[src/rtl/fir_coeff_pkg.sv]
/*
 * FIR coefficient set
 * tap count, fold count, tree depth, output scaling and the
 * unique coefficients of the symmetric 49-tap response
 */
package fir_coeff_pkg;

	// ******************************
	// filter shape
	// ******************************
	localparam int N_TAPS = 49;
	// unique coefficients, center tap included
	localparam int N_FOLD = (N_TAPS + 1) / 2;
	// pairwise summing levels down to one value
	localparam int TREE_LEVELS = $clog2(N_FOLD);
	// output normalization, arithmetic right shift
	localparam int SCALE_SHIFT = 17;
	localparam int COEFF_W = 18;

	// ******************************
	// coefficient table
	// ******************************
	// index 0 pairs with tap 0 and tap 48, index 24 is the center tap
	// entries read back unsigned, cast to coeff_t before use
	localparam logic signed [N_FOLD-1:0][COEFF_W-1:0] COEFFS = {
		18'sd2360,   18'sd2278,   18'sd2147,   18'sd1971,   18'sd1756,
		18'sd1514,   18'sd1252,   18'sd980,    18'sd710,    18'sd451,
		18'sd212,    18'sd0,      -18'sd178,   -18'sd319,   -18'sd420,
		-18'sd481,   -18'sd504,   -18'sd490,   -18'sd447,   -18'sd380,
		-18'sd294,   -18'sd197,   -18'sd97,    18'sd0,      18'sd88
	};

endpackage

[src/rtl/fir_types_pkg.sv]
/*
 * FIR datapath types
 * sample and arithmetic widths plus the beat structs passed between stages
 */
package fir_types_pkg;

	// ******************************
	// widths
	// ******************************
	localparam int SAMPLE_W = 18;
	// sum of two taps needs one extra bit
	localparam int PRESUM_W = SAMPLE_W + 1;
	localparam int PROD_W = PRESUM_W + fir_coeff_pkg::COEFF_W;
	// one growth bit per tree level, plus a spare
	localparam int ACC_W = PROD_W + fir_coeff_pkg::TREE_LEVELS + 1;

	// ******************************
	// numeric types
	// ******************************
	typedef logic signed [SAMPLE_W-1:0] sample_t;
	typedef logic signed [PRESUM_W-1:0] presum_t;
	typedef logic signed [fir_coeff_pkg::COEFF_W-1:0] coeff_t;
	typedef logic signed [PROD_W-1:0] prod_t;
	typedef logic signed [ACC_W-1:0] acc_t;

	// ******************************
	// stage beats
	// ******************************
	// tap 0 holds the newest sample
	typedef struct packed {
		logic valid;
		sample_t [fir_coeff_pkg::N_TAPS-1:0] taps;
	} tap_beat_t;

	typedef struct packed {
		logic valid;
		presum_t [fir_coeff_pkg::N_FOLD-1:0] presum;
	} fold_beat_t;

	typedef struct packed {
		logic valid;
		prod_t [fir_coeff_pkg::N_FOLD-1:0] prod;
	} prod_beat_t;

	typedef struct packed {
		logic valid;
		sample_t sample;
	} out_beat_t;

endpackage

[src/rtl/fir_tap_line.sv]
/*
 * FIR tap delay line
 * 49-deep sample shift register, valid flag registered beside the window
 */
`timescale 1ns/100ps

module fir_tap_line (
	input  logic                      clk,
	input  logic                      reset,
	input  logic                      i_clk_ena,
	input  logic                      i_valid,
	input  fir_types_pkg::sample_t    i_sample,
	output fir_types_pkg::tap_beat_t  o_taps
);

	localparam int N_TAPS = fir_coeff_pkg::N_TAPS;

	// ******************************
	// window register
	// ******************************
	// invalid samples still shift in, the flag tells them apart
	// history is cleared so a reset starts the filter from silence
	always_ff @(posedge clk or posedge reset) begin
		if (reset) begin
			o_taps <= '0;
		end else if (i_clk_ena) begin
			o_taps.valid <= i_valid;
			// oldest sample drops off the top
			o_taps.taps <= {o_taps.taps[N_TAPS-2:0], i_sample};
		end
	end

endmodule

[config.mk]
export PLATFORM = sky130hd
export DESIGN_NAME = fir_tap_line
export DESIGN_NICKNAME = d
export VERILOG_FILES = /design/src/rtl/fir_coeff_pkg.sv /design/src/rtl/fir_types_pkg.sv /design/src/rtl/fir_tap_line.sv
export SDC_FILE = /design/constraint.sdc
export NUM_CORES = 1
export LEC_CHECK = 0
export ABC_AREA = 1
export BUFFER_PORTS_ARGS = -buffer_cell sky130_fd_sc_hd__buf_2
export CAP_MARGIN = 40
export CELL_PAD_IN_SITES_DETAIL_PLACEMENT = 0
export CELL_PAD_IN_SITES_GLOBAL_PLACEMENT = 1
export CORE_AREA = 8 8 348 350
export CTS_CLUSTER_SIZE = 12
export DETAILED_ROUTE_END_ITERATION = 8
export DIE_AREA = 0 0 356 358
export PLACE_DENSITY = 0.63
export SLEW_MARGIN = 5
export SYNTH_ARGS = -nofsm -noshare
export SYNTH_HDL_FRONTEND = slang
export SYNTH_SLANG_ARGS = --single-unit
[constraint.sdc]
create_clock -name clk -period 36.2 [get_ports clk]
set_input_delay 1.81 -clock clk [delete_from_list [all_inputs] [get_ports clk]]
set_output_delay 1.81 -clock clk [all_outputs]
set_load 0.02 [all_outputs]
==> results_dict.tcl, run 1 <==
set metrics [dict create \
    result_of_the_run "completed" \
    hold_path_class "register to register" \
    max_frequency_ghz 0.201 \
    drc 0 \
    timing.critical_path.from_type "primary input" \
    registers.top_by_ff_count "o_taps" \
    die_h_um 358 \
    ys_dominant_reg_cell "sky130_fd_sc_hd__dfrtp_1" \
    dieArea_mm2 0.127 \
    synth.most_common_cell "sky130_fd_sc_hd__nand2_1" \
    dr.first_iter.drc_count 2156 \
    dr_total_vias 26800 \
    cts_sinks 883 \
    cts_tree "built" \
    cts_root_buffer "sky130_fd_sc_hd__clkbuf_16" \
    worstSkewPairLatency_ns 0.67 \
    final_net_count 4600 \
    globalRoute.totalOverflow 0 \
    gp_congestion 0.833 \
    first_global_vias 26500 \
    netlist_instances 3729 \
    drv_slew 0 \
    antenna_cells_inserted 0 \
    dpl.cell_count 5999 \
    antenna_left 0 \
    finalSetupViolCount 0 \
    cts_setup_buffers 0 \
    hold_viol_final 0 \
    viasPerCell 4.34 \
    seq_area_frac_synth_pct 66.5 \
    core_region_area_mm2 0.115 \
    worstPathArrival_ns 5.66 \
    postSynthRegisterBits 883 \
    post-dp-hpwl_um 90500 \
    worst_ir_drop_vdd_mv 0.0353 \
    initial_core_util_pct 28.8 \
    biggestRegsByFlops "o_taps (883)" \
    detailedRoute.firstPassIterationCount 8 \
    port-buffer-count 904 \
    grt.total_usage_pct 18.9 \
    netlist_top_cells_area "sky130_fd_sc_hd__dfrtp_1 66%, sky130_fd_sc_hd__nand2_1 30%, sky130_fd_sc_hd__buf_2 1.7%, sky130_fd_sc_hd__buf_4 1.6%, sky130_fd_sc_hd__buf_6 0.24%" \
    combined_area_of_the_multi_input_logic_cells_mm2 0.00994 \
    filler_cell_count 12200 \
    final_tns_setup_ns 0 \
    ios 905 \
    timing.slew.headroom_pct 17.3 \
    net_count_synth 3751 \
    power_density_mw_per_mm2 61.6 \
    synth-edff-count 0 \
    cp-end-kind "async pin" \
    seq_area_mm2 0.0221 \
    antenna_found_initial 1 \
    synthTopCellsByCount "2,649 x sky130_fd_sc_hd__nand2_1, 883 x sky130_fd_sc_hd__dfrtp_1, 114 x sky130_fd_sc_hd__buf_2, 73 x sky130_fd_sc_hd__buf_4, 7 x sky130_fd_sc_hd__buf_6" \
    grt_setup_unrepaired "false" \
    cell_row_count 125 \
    timing.critical_path.required_ns 36.88 \
    stdcell_count 6180 \
    leak_pwr_nw 26.1 \
    totalWireLength_um 126000 \
    timing_worst_slew_pin_value_ns 1.24 \
    worstPathMaxFanout 164 \
    ys_types 8 \
    cts_hold_buf 0 \
    die_width_um 356 \
    yosysTopAreaCell "sky130_fd_sc_hd__dfrtp_1" \
    yosys_warnings 0 \
    synth.cell_area_mm2 0.0332 \
    max_cap_viol_count 0 \
    finalWorstPathRequiredPeriod_ns 4.98 \
    syn_to_final_growth_pct 27.5 \
    first_pass_grt_wire_length_um 183000 \
    timing.clock.skew_ns 0.0347 \
    maximum_number_of_pins_on_one_net_before_global_route_repair 230 \
    path_clk_slew_ns 0.06 \
    cts_buffer_depth 3 \
    wl_per_cell_um 20.3 \
    mean_post_synth_cell_area_um2 8.92 \
    cts_made_buffers 101 \
    criticalPathCategory "primary input to async pin" \
    post_route_cells_drive_above_1_share_pct 23.5 \
    post-route-period-util_pct 13.8 \
    post_cts_resized 0 \
    async_flop_share_pct 100 \
    htree_levels 3 \
    largest_register_ffs 883 \
    synth_top_area_share_pct 66.5 \
]
-- cells by family (layout without fill, tap and decap cells) --
| family | Yosys count | count (layout) | synth area share, % |
|---|---|---|---|
| simple gates | 2649 | 2649 | 29.9 |
| flops | 883 | 883 | 66.5 |
| buf+inv | 197 | 1124 | 3.64 |
-- power breakdown --
group,internal [mW],switching [mW]
registers,1.08,0.0958
logic,0.109,0.293
clock network,0.610,0.425
-- path summary, 6_finish.rpt --
check / start / endpoint / slack (ns) / cells past startpoint
hold / removal: o_taps[878]$_DFFE_PP0P_ / o_taps[878]$_DFFE_PP0P_ / 0.47 / 2
min in group asynchronous: reset / o_taps[737]$_DFFE_PP0P_ / 1.25 / 2
setup / recovery: reset / o_taps[451]$_DFFE_PP0P_ / 31.22 / 6
setup reg to reg: o_taps[435]$_DFFE_PP0P_ / o_taps[453]$_DFFE_PP0P_ / 35.33 / 2
max in group clk: i_clk_ena / o_taps[424]$_DFFE_PP0P_ / 31.79 / 8
hold reg to reg: o_taps[878]$_DFFE_PP0P_ / o_taps[878]$_DFFE_PP0P_ / 0.47 / 2
-- per-layer routing --
layer | global-route usage, % | vias to the layer above | part of all wire (%)
met5 | 0 | - | 0.011
met1 | 22.6 | 12900 | 40
met4 | 7.43 | 2 | 3.8
met3 | 7.10 | 187 | 9.1
met2 | 30.8 | 806 | 47
li1 | - | 12900 | -
-- area by class of cell --
cell class	instances	share of cell area [%]
flip-flops and latches	883	52.1
clock inverters	30	0.894
well taps	1524	4.50
repair buffers	941	12.0
multi-input cells	2649	23.5
inverters	2	0.0531
clock buffers	151	7.00
-- metrics by stage --
step	utilization, %	hold slack [ns]	setup WS [ns]	instance area, um2	total power [mW]
after floorplan	-	0.582	9.57	33200	1.40
after global placement	33.6	0.452	30.34	38700	1.60
after detailed placement	33.8	0.457	30.39	39000	1.60
after CTS	36.7	0.468	31.14	42400	2.66
after global routing	36.7	0.494	30.63	42400	2.73
final	36.7	0.471	31.22	42400	2.61
-- cell usage in the layout (no fill, tap or decap), drive strengths merged --
cell type  count
buf          941
clkinvlp       1
nand2       2649
inv            4
clkbuf       151
clkinv        21
dfrtp        883
bufinv         6
-- critical path, cell delays in order --
cell and delay [ns]:
sky130_fd_sc_hd__buf_2 0.14, sky130_fd_sc_hd__inv_8 0.46, sky130_fd_sc_hd__buf_12 0.60, sky130_fd_sc_hd__buf_4 0.71, sky130_fd_sc_hd__buf_4 0.75, sky130_fd_sc_hd__buf_12 0.64
(Power assumes the default switching activity.)
==> run 2, diff against run 1 <==
clock period = 4.75 ns   (was 36.2 ns; I/O delays follow)
==> results_dict.tcl, run 2 (synthesis results as in run 1) <==
set metrics [dict create \
    cts_made_buffers 103 \
    post_route_cells_drive_above_1_share_pct 23.8 \
    totalWireLength_um 127000 \
    max_frequency_ghz 0.449 \
    final_tns_setup_ns 0 \
    cts_sinks 883 \
    criticalPathCategory "primary input to register" \
    detailedRoute.firstPassIterationCount 5 \
    cts_buffer_depth 3 \
    die_h_um 358 \
    timing.clock.skew_ns 0.0270 \
    post_cts_resized 0 \
    filler_cell_count 12100 \
    timing_worst_slew_pin_value_ns 1.06 \
    path_common_cell "sky130_fd_sc_hd__nand2_1" \
    layout.cells.most_common "sky130_fd_sc_hd__nand2_1" \
    path_clk_slew_ns 0.06 \
    final_net_count 4630 \
    cts_tree "built" \
    cell_row_count 125 \
    dieArea_mm2 0.127 \
    first_pass_grt_wire_length_um 184000 \
    antenna_left 0 \
    dr.first_iter.drc_count 2002 \
    timing.slew.headroom_pct 29.1 \
    crit_family "buffers and inverters" \
    post-place-ws_ns 2.42 \
    htree_levels 3 \
    post-dp-hpwl_um 92200 \
    grt.total_usage_pct 19.0 \
    worstSkewPairLatency_ns 0.68 \
    cpMaxStageDelayCell "sky130_fd_sc_hd__buf_4" \
    worst_hold_slack_ns 0.175 \
    antenna_found_initial 2 \
    critical_path.cell_chain "dlygate4sd3_1 > buf_8 > buf_12 > buf_4 > nand2_1 > nand2_1" \
    syn_to_final_growth_pct 28.6 \
    port-buffer-count 904 \
    post-route-period-util_pct 46.8 \
    finalWorstPathRequiredPeriod_ns 2.22 \
    drc 0 \
    crit_buf_inv 4 \
    result_of_the_run "completed" \
    hold_viol_final 0 \
    timing.critical_path.required_ns 5.36 \
    post-route-worst-setup-slack_ns 2.53 \
    mostFrequentLayoutCells "2,649 x sky130_fd_sc_hd__nand2_1, 903 x sky130_fd_sc_hd__buf_2, 883 x sky130_fd_sc_hd__dfrtp_1" \
    timing.critical_path.from_type "primary input" \
    cts_hold_buf 21 \
    power_density_mw_per_mm2 471 \
    stdcell_count 6220 \
    max_cap_viol_count 0 \
    worstPathArrival_ns 2.83 \
    core_region_area_mm2 0.115 \
    dr_total_vias 27100 \
    leak_pwr_nw 26.3 \
    initial_core_util_pct 28.8 \
    crit_path_max_incr_delay_ns 0.65 \
    ios 905 \
    gp_congestion 0.833 \
    viasPerCell 4.36 \
    die_width_um 356 \
    largest_register_ffs 883 \
    worst_ir_drop_vdd_mv 0.266 \
    grt_setup_unrepaired "false" \
    biggestRegsByFlops "o_taps (883)" \
    maximum_number_of_pins_on_one_net_before_global_route_repair 174 \
    hold_path_class "primary input to async pin" \
    drv_slew 0 \
    power.total_mw 20.1 \
    cp-end-kind "register" \
    finalSetupViolCount 0 \
    registers.top_by_ff_count "o_taps" \
    cts_setup_buffers 0 \
    worstPathMaxFanout 154 \
    cts_root_buffer "sky130_fd_sc_hd__clkbuf_16" \
    first_global_vias 26700 \
    wl_per_cell_um 20.3 \
    dpl.cell_count 6006 \
    globalRoute.totalOverflow 0 \
]
[run 2: where the power goes]
part	internal, mW	total (mW)	switching [mW]
logic	0.840	3.09	2.25
clock network	4.84	8.10	3.26
registers	8.24	8.96	0.721
[run 2: metal layers]
metal / track usage [%] / routed length [um] / vias up
li1: - / - / 13000
met1: 23.0 / 50900 / 13100
met2: 30.8 / 59400 / 809
met3: 6.68 / 11000 / 195
met4: 7.94 / 5230 / 0
met5: 0 / 0 / -
[run 2: worst paths after layout]
path                       slack [ns]                       to  cells past startpoint                    start
setup / recovery                 2.53  o_taps[443]$_DFFE_PP0P_                      6                i_clk_ena
hold / removal                   0.18  o_taps[559]$_DFFE_PP0P_                      4                    reset
setup reg to reg                 3.93   o_taps[84]$_DFFE_PP0P_                      2   o_taps[66]$_DFFE_PP0P_
hold reg to reg                  0.47  o_taps[879]$_DFFE_PP0P_                      2  o_taps[879]$_DFFE_PP0P_
max in group asynchronous        3.44    o_taps[3]$_DFFE_PP0P_                      5                    reset
min in group clk                 0.30    o_taps[4]$_DFFE_PP0P_                      4              i_sample[4]
[run 2: metrics by stage]
step / area (um2) / utilization, %
3_3_place_gp: 39000 / 33.8
2_1_floorplan: 33300 / -
5_1_grt: 42800 / 37.0
6_report: 42800 / 37.0
4_1_cts: 42800 / 37.0
3_5_place_dp: 39100 / 33.8
[run 2: layout make-up]
type | instances | area [um2] | share of cell area (%)
Tap cell | 1524 | 1910 | 4.46
Multi-Input combinational cell | 2649 | 9940 | 23.3
Clock inverter | 35 | 428 | 1.00
Timing Repair Buffer | 969 | 5300 | 12.4
Sequential cell | 883 | 22100 | 51.7
Inverter | 2 | 18.8 | 0.0439
Antenna cell | 2 | 5.00 | 0.0117
Clock buffer | 156 | 3070 | 7.17
[run 2: worst min-delay path: cells and delay by family]
kind,cells,cell delay (ns)
buf+inv,4,0.93
